[src/design/cpu_pkg.sv]
/*
 * Shared types for the multi-cycle core: widths, opcodes, ALU codes,
 * branch conditions, the instruction word layouts and the memory port.
 * Modules pull these in with a wildcard import in their headers.
 */
package cpu_pkg;

  localparam int ADDR_W_MAX = 26;   // Widest word address on the memory port

  typedef logic [31:0] word_t;
  typedef logic [3:0]  reg_addr_t;  // 0 is the zero register

  typedef enum logic [5:0] {
    OP_NOOP  = 6'b00_0000,
    OP_B     = 6'b00_0001,
    OP_LDW   = 6'b00_0010,
    OP_ALU   = 6'b00_0011,
    OP_STW   = 6'b00_0110,
    OP_ADDIL = 6'b00_1010,
    OP_ADDIH = 6'b00_1110,
    OP_ORIL  = 6'b01_0010,
    OP_ORIH  = 6'b01_0110,
    OP_ANDIL = 6'b01_1010,
    OP_ANDIH = 6'b01_1110
  } opcode_t;

  typedef enum logic [4:0] {
    ALU_SUB = 5'b00000,
    ALU_ADD = 5'b00010,
    ALU_XOR = 5'b00100,
    ALU_OR  = 5'b00101,
    ALU_AND = 5'b00110
  } alu_op_t;

  typedef enum logic [3:0] {
    COND_EQ, COND_NE, COND_HS, COND_LO, COND_MI, COND_PL, COND_VS, COND_VC,
    COND_HI, COND_LS, COND_GE, COND_LT, COND_GT, COND_LE, COND_AL, COND_NV
  } cond_t;

  typedef struct packed {
    logic n;
    logic z;
    logic c;
    logic v;
  } flags_t;

  // Register-register layout
  typedef struct packed {
    opcode_t    opcode;
    cond_t      cond;
    logic       set;
    reg_addr_t  ra;
    reg_addr_t  rb;
    reg_addr_t  rd;
    alu_op_t    alu_op;
    logic [3:0] spare;
  } rtype_t;

  // Immediate, load/store and branch layout
  typedef struct packed {
    opcode_t     opcode;
    reg_addr_t   rs;     // Shares bits with rtype cond
    logic        set;
    reg_addr_t   rt;
    logic        spare;
    logic [15:0] imm;
  } itype_t;

  typedef union packed {
    rtype_t rtype;
    itype_t itype;
  } instr_u;

  typedef struct packed {
    logic                  read;
    logic                  write;
    logic [ADDR_W_MAX-1:0] addr;
    word_t                 wdata;
  } mem_req_t;

  typedef struct packed {
    word_t rdata;
    logic  busy;
  } mem_rsp_t;

  typedef enum logic [1:0] {CLS_NONE, CLS_ALU, CLS_MEM, CLS_BRANCH} instr_class_t;

endpackage

[src/design/alu.sv]
/*
 * Combinational ALU with N, Z, C and V generation.
 * Unknown operation codes give a zero result.
 */
`timescale 1ns/100ps

module alu import cpu_pkg::*; (
  input  alu_op_t op,
  input  word_t   in_a,
  input  word_t   in_b,
  output word_t   result,
  output flags_t  flags
);

  logic [32:0] sum;
  logic [32:0] diff;
  logic        carry;
  logic        ovf;

  // 33 bits wide so bit 32 holds the carry or borrow
  assign sum  = {1'b0, in_a} + {1'b0, in_b};
  assign diff = {1'b0, in_a} - {1'b0, in_b};

  always_comb begin
    carry = 1'b0;
    ovf   = 1'b0;
    case (op)
      ALU_ADD: begin
        result = sum[31:0];
        carry  = sum[32];
        ovf    = (in_a[31] == in_b[31]) && (sum[31] != in_a[31]);
      end
      ALU_SUB: begin
        result = diff[31:0];
        carry  = ~diff[32];   // Set when no borrow
        ovf    = (in_a[31] != in_b[31]) && (diff[31] != in_a[31]);
      end
      ALU_AND: result = in_a & in_b;
      ALU_OR:  result = in_a | in_b;
      ALU_XOR: result = in_a ^ in_b;
      default: result = '0;
    endcase
  end

  //----------------------------------------
  // Flag outputs
  //----------------------------------------
  assign flags = '{n: result[31], z: (result == '0), c: carry, v: ovf};

endmodule

[src/design/cond_eval.sv]
/*
 * Persistent flag register and branch/execute condition check.
 * The flags load one edge after flags_we; cond_pass reads the stored copy.
 */
`timescale 1ns/100ps

module cond_eval import cpu_pkg::*; (
  input  logic   clk,
  input  logic   reset,
  input  flags_t flags_in,
  input  logic   flags_we,
  input  cond_t  cond,
  output logic   cond_pass
);

  flags_t fl;

  always_ff @(posedge clk) begin
    if (reset) begin
      fl <= '0;
    end else if (flags_we) begin
      fl <= flags_in;
    end
  end

  always_comb begin
    cond_pass = 1'b0;   // NV never passes
    case (cond)
      COND_EQ: cond_pass = fl.z;
      COND_NE: cond_pass = ~fl.z;
      COND_HS: cond_pass = fl.c;
      COND_LO: cond_pass = ~fl.c;
      COND_MI: cond_pass = fl.n;
      COND_PL: cond_pass = ~fl.n;
      COND_VS: cond_pass = fl.v;
      COND_VC: cond_pass = ~fl.v;
      COND_HI: cond_pass = fl.c & ~fl.z;
      COND_LS: cond_pass = ~fl.c | fl.z;
      COND_GE: cond_pass = (fl.n == fl.v);
      COND_LT: cond_pass = (fl.n != fl.v);
      COND_GT: cond_pass = ~fl.z & (fl.n == fl.v);
      COND_LE: cond_pass = fl.z | (fl.n != fl.v);
      COND_AL: cond_pass = 1'b1;
      default: ;
    endcase
  end

endmodule

[src/design/cpu_core.sv]
/*
 * Top level of the core. Ties the sequencer, decoder, register file,
 * ALU and condition block together and exposes the memory port.
 */
`timescale 1ns/100ps

module cpu_core import cpu_pkg::*; #(
  parameter int ADDR_W = 26            // Memory word-address width
) (
  input  logic              clk,
  input  logic              reset,
  output mem_req_t          mem_req,
  input  mem_rsp_t          mem_rsp,
  output logic [ADDR_W-2:0] pc,
  output instr_u            ir
);

  // Decode fields
  reg_addr_t    src_a;
  reg_addr_t    src_b;
  reg_addr_t    dest;
  word_t        imm;
  alu_op_t      alu_op;
  instr_class_t instr_class;
  logic         set_flags;
  cond_t        cond;

  // Datapath
  word_t     rf_rd_a;
  word_t     rf_rd_b;
  word_t     alu_a;
  word_t     alu_b;
  word_t     alu_result;
  flags_t    alu_flags;
  logic      flags_we;
  logic      cond_pass;
  logic      rf_we;
  reg_addr_t rf_waddr;
  word_t     rf_wdata;

  stage_sequencer #(.ADDR_W(ADDR_W)) u_seq (
    .clk, .reset,
    .mem_req, .mem_rsp,
    .pc, .ir,
    .dest, .imm, .instr_class, .set_flags,
    .rf_rd_a, .rf_rd_b,
    .alu_a, .alu_b, .alu_result,
    .flags_we, .cond_pass,
    .rf_we, .rf_waddr, .rf_wdata
  );

  instr_decode u_dec (
    .instr(ir),
    .src_a, .src_b, .dest, .imm, .alu_op, .instr_class, .set_flags, .cond
  );

  reg_file u_rf (
    .clk, .reset,
    .rd_addr_a(src_a), .rd_addr_b(src_b),
    .rd_data_a(rf_rd_a), .rd_data_b(rf_rd_b),
    .wr_en(rf_we), .wr_addr(rf_waddr), .wr_data(rf_wdata)
  );

  alu u_alu (
    .op(alu_op), .in_a(alu_a), .in_b(alu_b),
    .result(alu_result), .flags(alu_flags)
  );

  cond_eval u_cond (
    .clk, .reset,
    .flags_in(alu_flags), .flags_we, .cond, .cond_pass
  );

endmodule

[src/design/instr_decode.sv]
/*
 * Combinational decoder. Splits the instruction register into register
 * numbers, the extended immediate, the ALU operation and the class.
 */
`timescale 1ns/100ps

module instr_decode import cpu_pkg::*; (
  input  instr_u       instr,
  output reg_addr_t    src_a,
  output reg_addr_t    src_b,
  output reg_addr_t    dest,
  output word_t        imm,
  output alu_op_t      alu_op,
  output instr_class_t instr_class,
  output logic         set_flags,
  output cond_t        cond
);

  logic [15:0] imm16;
  word_t       imm_sext;

  assign imm16    = instr.itype.imm;
  assign imm_sext = {{16{imm16[15]}}, imm16};

  always_comb begin
    // Immediate-form defaults
    src_a       = instr.itype.rs;
    src_b       = '0;
    dest        = instr.itype.rt;
    imm         = imm_sext;
    alu_op      = ALU_ADD;
    instr_class = CLS_ALU;
    set_flags   = instr.itype.set;
    cond        = COND_AL;    // Only ALU and B carry a condition
    case (instr.rtype.opcode)
      OP_ALU: begin
        src_a  = instr.rtype.ra;
        src_b  = instr.rtype.rb;
        dest   = instr.rtype.rd;
        alu_op = instr.rtype.alu_op;
        cond   = instr.rtype.cond;
      end
      OP_B: begin
        src_a       = '0;
        dest        = '0;
        instr_class = CLS_BRANCH;
        set_flags   = 1'b0;
        cond        = instr.rtype.cond;
      end
      OP_LDW: begin
        instr_class = CLS_MEM;
        set_flags   = 1'b0;
      end
      OP_STW: begin
        src_b       = instr.itype.rt;   // Store data
        dest        = '0;
        instr_class = CLS_MEM;
        set_flags   = 1'b0;
      end
      OP_ADDIL: ;
      OP_ADDIH: imm = {imm16, 16'h0000};
      OP_ORIL: begin
        alu_op = ALU_OR;
        imm    = {16'h0000, imm16};
      end
      OP_ORIH: begin
        alu_op = ALU_OR;
        imm    = {imm16, 16'h0000};
      end
      OP_ANDIL: begin
        alu_op = ALU_AND;
        imm    = {16'hffff, imm16};   // Keeps the high half
      end
      OP_ANDIH: begin
        alu_op = ALU_AND;
        imm    = {imm16, 16'hffff};   // Keeps the low half
      end
      default: begin
        src_a       = '0;
        dest        = '0;
        instr_class = CLS_NONE;
        set_flags   = 1'b0;
      end
    endcase
  end

endmodule

[src/design/reg_file.sv]
/*
 * General register file, two combinational read ports and one write port.
 * Register 0 is hard zero; registers 1 to 15 are storage.
 */
`timescale 1ns/100ps

module reg_file import cpu_pkg::*; (
  input  logic      clk,
  input  logic      reset,
  input  reg_addr_t rd_addr_a,
  input  reg_addr_t rd_addr_b,
  output word_t     rd_data_a,
  output word_t     rd_data_b,
  input  logic      wr_en,
  input  reg_addr_t wr_addr,
  input  word_t     wr_data
);

  word_t regs [1:15];   // No storage behind address 0

  always_ff @(posedge clk) begin
    if (reset) begin
      for (int i = 1; i < 16; i++) begin
        regs[i] <= '0;
      end
    end else if (wr_en && wr_addr != '0) begin
      regs[wr_addr] <= wr_data;
    end
  end

  assign rd_data_a = (rd_addr_a == '0) ? '0 : regs[rd_addr_a];
  assign rd_data_b = (rd_addr_b == '0) ? '0 : regs[rd_addr_b];

endmodule

[src/design/stage_sequencer.sv]
/*
 * Stage FSM of the core: fetch wait, decode, execute, memory issue,
 * memory wait and write-back. Owns PC, IR, operand and result registers
 * and drives the one-cycle read/write requests on the memory port.
 */
`timescale 1ns/100ps

module stage_sequencer import cpu_pkg::*; #(
  parameter int ADDR_W = 26
) (
  input  logic              clk,
  input  logic              reset,
  output mem_req_t          mem_req,
  input  mem_rsp_t          mem_rsp,
  output logic [ADDR_W-2:0] pc,
  output instr_u            ir,
  input  reg_addr_t         dest,
  input  word_t             imm,
  input  instr_class_t      instr_class,
  input  logic              set_flags,
  input  word_t             rf_rd_a,
  input  word_t             rf_rd_b,
  output word_t             alu_a,
  output word_t             alu_b,
  input  word_t             alu_result,
  output logic              flags_we,
  input  logic              cond_pass,
  output logic              rf_we,
  output reg_addr_t         rf_waddr,
  output word_t             rf_wdata
);

  localparam int PC_W = ADDR_W - 1;

  typedef enum logic [2:0] {
    S_IDLE, S_FETCH_WAIT, S_DECODE, S_EXECUTE, S_MEM_ISSUE, S_MEM_WAIT, S_WRITEBACK
  } state_t;

  state_t                state;
  logic                  cond_ok;    // Condition latched in decode
  logic                  req_rd;
  logic                  req_wr;
  logic [ADDR_W_MAX-1:0] req_addr;
  word_t                 req_wdata;  // Store data
  word_t                 opnd_a;
  word_t                 opnd_b;
  word_t                 imm_q;
  word_t                 result;
  logic                  is_load;
  logic                  is_mem;
  logic                  fetch_issue;
  logic                  mem_issue;
  logic [PC_W-1:0]       pc_step;

  //----------------------------------------
  // Decisions
  //----------------------------------------
  assign is_load = (ir.rtype.opcode == OP_LDW);
  assign is_mem  = (instr_class == CLS_MEM);
  assign mem_issue = (state == S_EXECUTE) && is_mem;
  assign fetch_issue = (state == S_IDLE) || ((state == S_MEM_ISSUE) && !is_mem) ||
                       ((state == S_MEM_WAIT) && !mem_rsp.busy);
  assign pc_step = (cond_ok && instr_class == CLS_BRANCH) ? imm_q[PC_W-1:0] : PC_W'(1);

  assign alu_a = opnd_a;
  assign alu_b = (ir.rtype.opcode == OP_ALU) ? opnd_b : imm_q;   // Register or immediate
  assign flags_we = (state == S_EXECUTE) && set_flags;

  // Immediates and LDW decode with cond AL, so cond_ok gates every write
  assign rf_we    = (state == S_WRITEBACK) && cond_ok && (instr_class == CLS_ALU || is_load);
  assign rf_waddr = dest;
  assign rf_wdata = result;

  assign mem_req = '{read: req_rd, write: req_wr, addr: req_addr, wdata: req_wdata};

  //----------------------------------------
  // State and control
  //----------------------------------------
  always_ff @(posedge clk) begin
    if (reset) begin
      state   <= S_IDLE;
      pc      <= '0;
      ir      <= '0;
      cond_ok <= 1'b0;
      req_rd  <= 1'b0;
      req_wr  <= 1'b0;
    end else begin
      req_rd <= fetch_issue || (mem_issue && is_load);   // High for one cycle only
      req_wr <= mem_issue && !is_load;
      case (state)
        S_IDLE:       state <= S_WRITEBACK;   // First fetch goes out, IR still NOOP
        S_FETCH_WAIT: begin
          if (!mem_rsp.busy) begin
            ir    <= instr_u'(mem_rsp.rdata);
            state <= S_DECODE;
          end
        end
        S_DECODE: begin
          cond_ok <= cond_pass;
          state   <= S_EXECUTE;
        end
        S_EXECUTE: begin
          pc    <= pc + pc_step;
          state <= S_MEM_ISSUE;
        end
        S_MEM_ISSUE:  state <= is_mem ? S_MEM_WAIT : S_WRITEBACK;
        S_MEM_WAIT:   if (!mem_rsp.busy) state <= S_WRITEBACK;
        S_WRITEBACK:  state <= S_FETCH_WAIT;
        default:      state <= S_IDLE;
      endcase
    end
  end

  //----------------------------------------
  // Datapath registers
  //----------------------------------------
  always_ff @(posedge clk) begin
    if (state == S_DECODE) begin
      opnd_a <= rf_rd_a;
      opnd_b <= rf_rd_b;
      imm_q  <= imm;
    end
    if (state == S_EXECUTE) begin
      result    <= alu_result;
      req_wdata <= opnd_b;
    end
    if (state == S_MEM_WAIT && !mem_rsp.busy && is_load) begin
      result <= mem_rsp.rdata;   // Load data for write-back
    end
    if (fetch_issue) begin
      req_addr <= ADDR_W_MAX'({1'b0, pc});
    end else if (mem_issue) begin
      req_addr <= ADDR_W_MAX'(alu_result[ADDR_W-1:0]);   // Base plus offset
    end
  end

endmodule

[config.mk]
export PLATFORM = sky130hd
export DESIGN_NAME = cpu_core
export DESIGN_NICKNAME = d
export VERILOG_FILES = /design/src/design/cpu_pkg.sv /design/src/design/alu.sv /design/src/design/cond_eval.sv /design/src/design/cpu_core.sv /design/src/design/instr_decode.sv /design/src/design/reg_file.sv /design/src/design/stage_sequencer.sv
export SDC_FILE = /design/constraint.sdc
export NUM_CORES = 2
export LEC_CHECK = 0
export BUFFER_PORTS_ARGS = -buffer_cell sky130_fd_sc_hd__buf_2
export CORE_MARGIN = 5
export CORE_UTILIZATION = 35
export CTS_CLUSTER_SIZE = 28
export DETAILED_ROUTE_END_ITERATION = 10
export PLACE_DENSITY = 0.51
export SYNTH_ARGS = -nofsm -noshare
export SYNTH_HDL_FRONTEND = slang
export SYNTH_HIERARCHICAL = 1
export SYNTH_SLANG_ARGS = --single-unit
[constraint.sdc]
create_clock -name clk -period 10.7 [get_ports clk]
set_input_delay 2.14 -clock clk [delete_from_list [all_inputs] [get_ports clk]]
set_output_delay 2.14 -clock clk [all_outputs]
set_load 0.01 [all_outputs]
# After elaboration in Yosys (flattened, before gate mapping)
# Memory sizes are Yosys's and may differ from the RTL's. A register that Yosys moved wholly into a read port is not among the register bits.
# Index checks and enable logic that the tools add are counted.
# word_totals
register_bits,189
latch_bits,0
ram_bits,480
mem_bits_ro,0
input_bits,35
output_inout_bits,117
n_memories,1
# memory_table
memory,words,word_bits,rd,rd_clocked_by_memory_dff,wr,line_no,rtl
u_rf.regs,15,32,2,2,15,reg_file.sv:19,word_t regs [1:15];
# op_classes
addsub,3
mul,0
div,0
n_lt_le_gt_ge,0
n_eq_ne,45
shift,0
muxes,30
bitwise_logic,13
n_reduce_logical,40
# ops
op,count
32-bit one-hot mux with 5 select lines,1
32-bit 2-to-1 mux,4
32-bit one-hot mux with 4 select lines,1
25-bit 2-to-1 mux,3
32-bit by 32-bit adder with 33-bit output,1
32-bit by 32-bit subtractor with 33-bit output,1
32-bit bitwise AND,1
32-bit zero test,1
32-bit OR,1
32-bit OR reduction,1
32-bit bitwise XOR,1
4-bit == test (second input constant),7
25-bit adder,1
6-bit by 5-bit == test with 1-bit output (second input constant),4
4-bit one-hot mux with 2 select lines,3
3-bit one-hot mux with 7 select lines,1
4-bit by 3-bit == test with 1-bit output (second input constant),4
5-bit by 3-bit == test with 1-bit output (second input constant),3
1-bit one-hot mux with 15 select lines,1
5-bit one-hot mux with 3 select lines,1
7-bit OR reduction,2
1-bit logical AND,13
6-bit by 2-bit == test with 1-bit output (second input constant),2
6-bit by 4-bit == test with 1-bit output (second input constant),2
32 further kinds,71

# Logic depth before layout (Yosys ltp)
# logic_depth
ltp_word,12
depth_mapped,21

# Cells and area by module
# Netlist, hierarchy kept.
# by_module_without_submodules
module,n_inst,cells_each,area_per_inst_um2
reg_file,1,1777,25570.8
stage_sequencer,1,777,10401.2
alu,1,920,5836.8
instr_decode,1,107,684.4
cond_eval,1,42,349.1

# Least setup slack after synthesis
# Ideal clock, no wire load.
# synth_path
path_kind,register to register
startpoint,register u_seq.state[1]
endpoint,register u_seq.cond_ok
setup_time_ns,0.128
t_arrival_ns,8.306
t_required_ns,10.572
setup_slack_ns,2.267
stages_incl_launch_ff,5
path_buffers,1
period_less_slack_ns,8.433
path_cell_list,dfxtp_1 clkbuf_1 nor3b_1 mux2i_1 nor2_1
# synth_via
elab_chain_len,1
# synth_rtl
element,line_no,rtl
from (decl),stage_sequencer.sv:39,state_t state;
from (signal assigned),stage_sequencer.sv:106,S_MEM_ISSUE: state <= is_mem ? S_MEM_WAIT : S_WRITEBACK;
3-bit by 2-bit == test with 1-bit output,stage_sequencer.sv:90,case (state)
to (signal assigned),stage_sequencer.sv:99,cond_ok <= cond_pass;
to (decl),stage_sequencer.sv:40,logic cond_ok;
# No other way between the ends.
# A chain may end at the register's enable or synchronous reset.

==> qor.csv <==
stage,metric,value,unit
yosys,ys_seq_elements,734,
route,wl,168000,µm
critical_path,critPathTopFamily,compound AO/OA/AOI/OAI gates,
worst_hold_path,holdCritPathClass,flip-flop to flip-flop,
die,boundaryPins,152,
die,die_area,0.130,mm²
placement,place_ws,4430,ps
yosys,synth.distinct_cells,106,
critical_path,r2r_setup_slack,4210,ps
sta,setup_viol,0,
yosys,ys.flop_type,edfxtp_1,
pwr,p_per_area,151,mW/mm²
pwr,ir_drop,0.120,mV
yosys,synth_edf_count,666,
sta,fmax,0.154,GHz
global_routing,grt_pass1_vias,30548,
critical_path,cp_max_fo,32,
route,drt_iter0_drc,3331,
critical_path,cp-start-kind,flip-flop,
global_routing,grt_pass1_wl,236000,µm
die,die_x,360,µm
layout,area_growth,11.8,%
route,ant_nets,0,
sta,finalWorstSetupSlack,4210,ps
layout,drive_gt1_share,19.5,%
route,vias,31562,
route,drt-vias-per-instance,5.89,
flow_run,maxCapViolCount,0,
pwr,p_leak,17.7,nW
yosys,yosysWarningCount,6,
route,route.detailed.drc,0,
layout,fillCellCount,11668,
yosys,synthArstFlopShare,0,%
cts,numCtsBuffers,85,
cts,cts_resized,0,
worst_hold_path,worstHoldPathCells,0,
yosys,synth_largest_area_cell,edfxtp_1,
sta,fin_worst_skew,28.5,ps
global_routing,grt_max_degree,57,
cts,clock_path_buffers,3,
cts,htree_levels,3,
sta,hold_slack,459,ps
sta,relSlewSlack,14.8,%
placement,gp_congestion,0.959,
cts,cts.sinks,734,
route,drtPass1Iterations,5,
yosys,synthDominantCellAreaShare,46.7,%
yosys,synth_seq_area_share,49.9,%
critical_path,path_class,flip-flop to flip-flop,
sta,maxSlewViolCount,0,
placement,hpwlAfterDp,111000,µm
yosys,yosys-top-cells-count,"edfxtp_1, and2_1, nand2_1",
cts,holdBufCountCts,0,
cts,clk_pin_slew_worst_paths,60,ps
run_status,run_status,"finished, final reports clean",
critical_path,cpMostUsedCell,o21ai_0,
critical_path,critical_path_depth,19,
cts,insertion_delay,700,ps
yosys,avgSynthCellArea,11.8,µm²
critical_path,r2r_cells,19,
cts,cts_tree,yes,
cts,cts_root_buffer,clkbuf_16,
global_routing,antenna_found_initial,12,
layout,final_nets,3820,
critical_path,critPathCaptureType,flip-flop,
sta,min_period_over_period,60.6,%
global_routing,grt_overflow,0,
global_routing,gr-usage-all-layers,25.1,%
yosys,syn_area,0.0428,mm²
yosys,yosys-top-cells-area,"edfxtp_1, mux4_2, and2_1",
die,initial_core_util,35.2,%
placement,portBuffers,151,
die,core-area,0.122,mm²
critical_path,cp.buffers_inverters,2,
yosys,synth_fp_nets,3789,
yosys,post-synth-top-count-cell,edfxtp_1,
route,wire_per_inst,31.4,µm
sta,hold_violations,0,
critical_path,crit_required,11320,ps
critical_path,crit_chain,"nor4_1, nand3_2, buf_4, mux2_2, inv_1, ha_1, o21ai_0, a2111oi_0, o21ai_0, a21oi_1, o21ai_0, mux2i_1, a21oi_1, o211ai_1, nor4_1, nand4b_1, nor3_2, mux2i_1, nor2_1",
sta,tightest_slew,1280,ps
sta,min_period,6490,ps
die,dieHeight,360,µm
critical_path,cpMaxStageDelayCell,dfxtp_1,
sta,fin_tns_setup,0,ps
critical_path,arrival,7110,ps
die,num_rows,128,
sta,grt_setup_unrepaired,no,
critical_path,slowest_delay,890,ps
yosys,netlist_instances,3623,
cts,post_cts_buffers,0,
==> worst reg2reg max path, delay by kind of cell, from the launching register on <==
kind                       cells  cell delay [ps]
buffers and inverters          2              570
and+or+nand+nor                6             1200
muxes                          3              720
DFF                            1              890
AOI/OAI and AO/OA              7             2630
adders and majority gates      1              400
==> routing by layer <==
layer	share of wire (%)	global-route usage, %	vias up
li1	-	-	13643
met1	42	34.1	16205
met2	47	41.8	1472
met3	7.1	3.47	240
met4	3.1	7.81	2
met5	0.0077	0	-
==> per-stage QoR <==
step / std cells / power [mW] / cell area [µm²] / util (%)
4_1_cts: 5349 / 7.26 / 47900 / 39.3
5_1_grt: 5350 / 7.45 / 47900 / 39.3
2_1_floorplan: 3623 / 3.97 / 42800 / -
3_3_place_gp: 5192 / 4.41 / 45200 / 37.1
3_5_place_dp: 5192 / 4.40 / 45200 / 37.1
6_report: 5357 / 7.22 / 47900 / 39.3
==> report_power, final <==
part / switching, mW / total (mW) / internal (mW)
Clock: 1.26 / 2.85 / 1.59
Combinational: 0.624 / 0.924 / 0.300
Sequential: 0.148 / 3.44 / 3.29
==> cell usage in the layout, fill, tap and decap left out, drive strengths merged, types with 34 or more instances in the layout <==
cell type / count
nor3: 60
a21oi: 181
mux4: 160
edfxtp: 666
mux2i: 88
clkbuf: 109
nor2: 190
o22a: 36
and2: 512
nand2: 201
inv: 119
mux2: 159
a221o: 35
clkinv: 36
o31a: 34
nand3: 34
a22oi: 39
a21o: 45
ha: 128
o21ai: 100
buf: 231
o22ai: 50
dfxtp: 68
a221oi: 39
nor2b: 56
==> flip-flops by register name, indices dropped and copies added (netlist names) <==
| register | cells |
|---|---|
| u_seq/req_addr | 26 |
| u_seq/cond_ok | 1 |
| u_seq/req_wdata | 32 |
| u_seq/req_rd | 1 |
| u_seq/imm_q | 32 |
| u_seq/opnd_b | 32 |
| u_seq/rf_wdata | 32 |
| u_seq/alu_a | 32 |
| u_rf/regs | 481 |
| u_seq/ir | 32 |
| u_cond/fl | 4 |
| u_seq/state | 3 |
| u_seq/pc | 25 |
| u_seq/req_wr | 1 |
==> layout make-up <==
type / instances / area, µm² / area share, %
repair buffers: 231 / 1360 / 2.83
well taps: 1625 / 2030 / 4.25
flip-flops and latches: 734 / 21400 / 44.6
inverters: 114 / 428 / 0.894
diodes: 8 / 20.0 / 0.0418
clock buffers: 109 / 2240 / 4.67
multi-input cells: 2488 / 20000 / 41.8
clock inverters: 48 / 447 / 0.933
==> final timing paths <==
path / to / startpoint
worst min register to register: u_seq/req_wdata[18] / u_seq/opnd_b[18]
worst max-delay path: u_cond/fl[2] / u_seq/ir[28]
worst max register to register: u_cond/fl[2] / u_seq/ir[28]
worst min-delay path: u_seq/req_wdata[18] / u_seq/opnd_b[18]
==> kinds of logic (layout without fill, tap and decap cells) <==
family,count (synthesis),in the layout,share of synthesized area (%)
AND/OR/NAND/NOR,1176,1176,14.8
adder cells (fa/ha/maj),131,131,3.88
multiplexers,407,407,14.6
XOR/XNOR,30,30,0.613
other,1,9,0.00875
flip-flops,734,734,49.9
buffers and inverters,401,502,3.97
AO/OA/AOI/OAI,743,743,12.2
(Power assumes the default switching activity.)
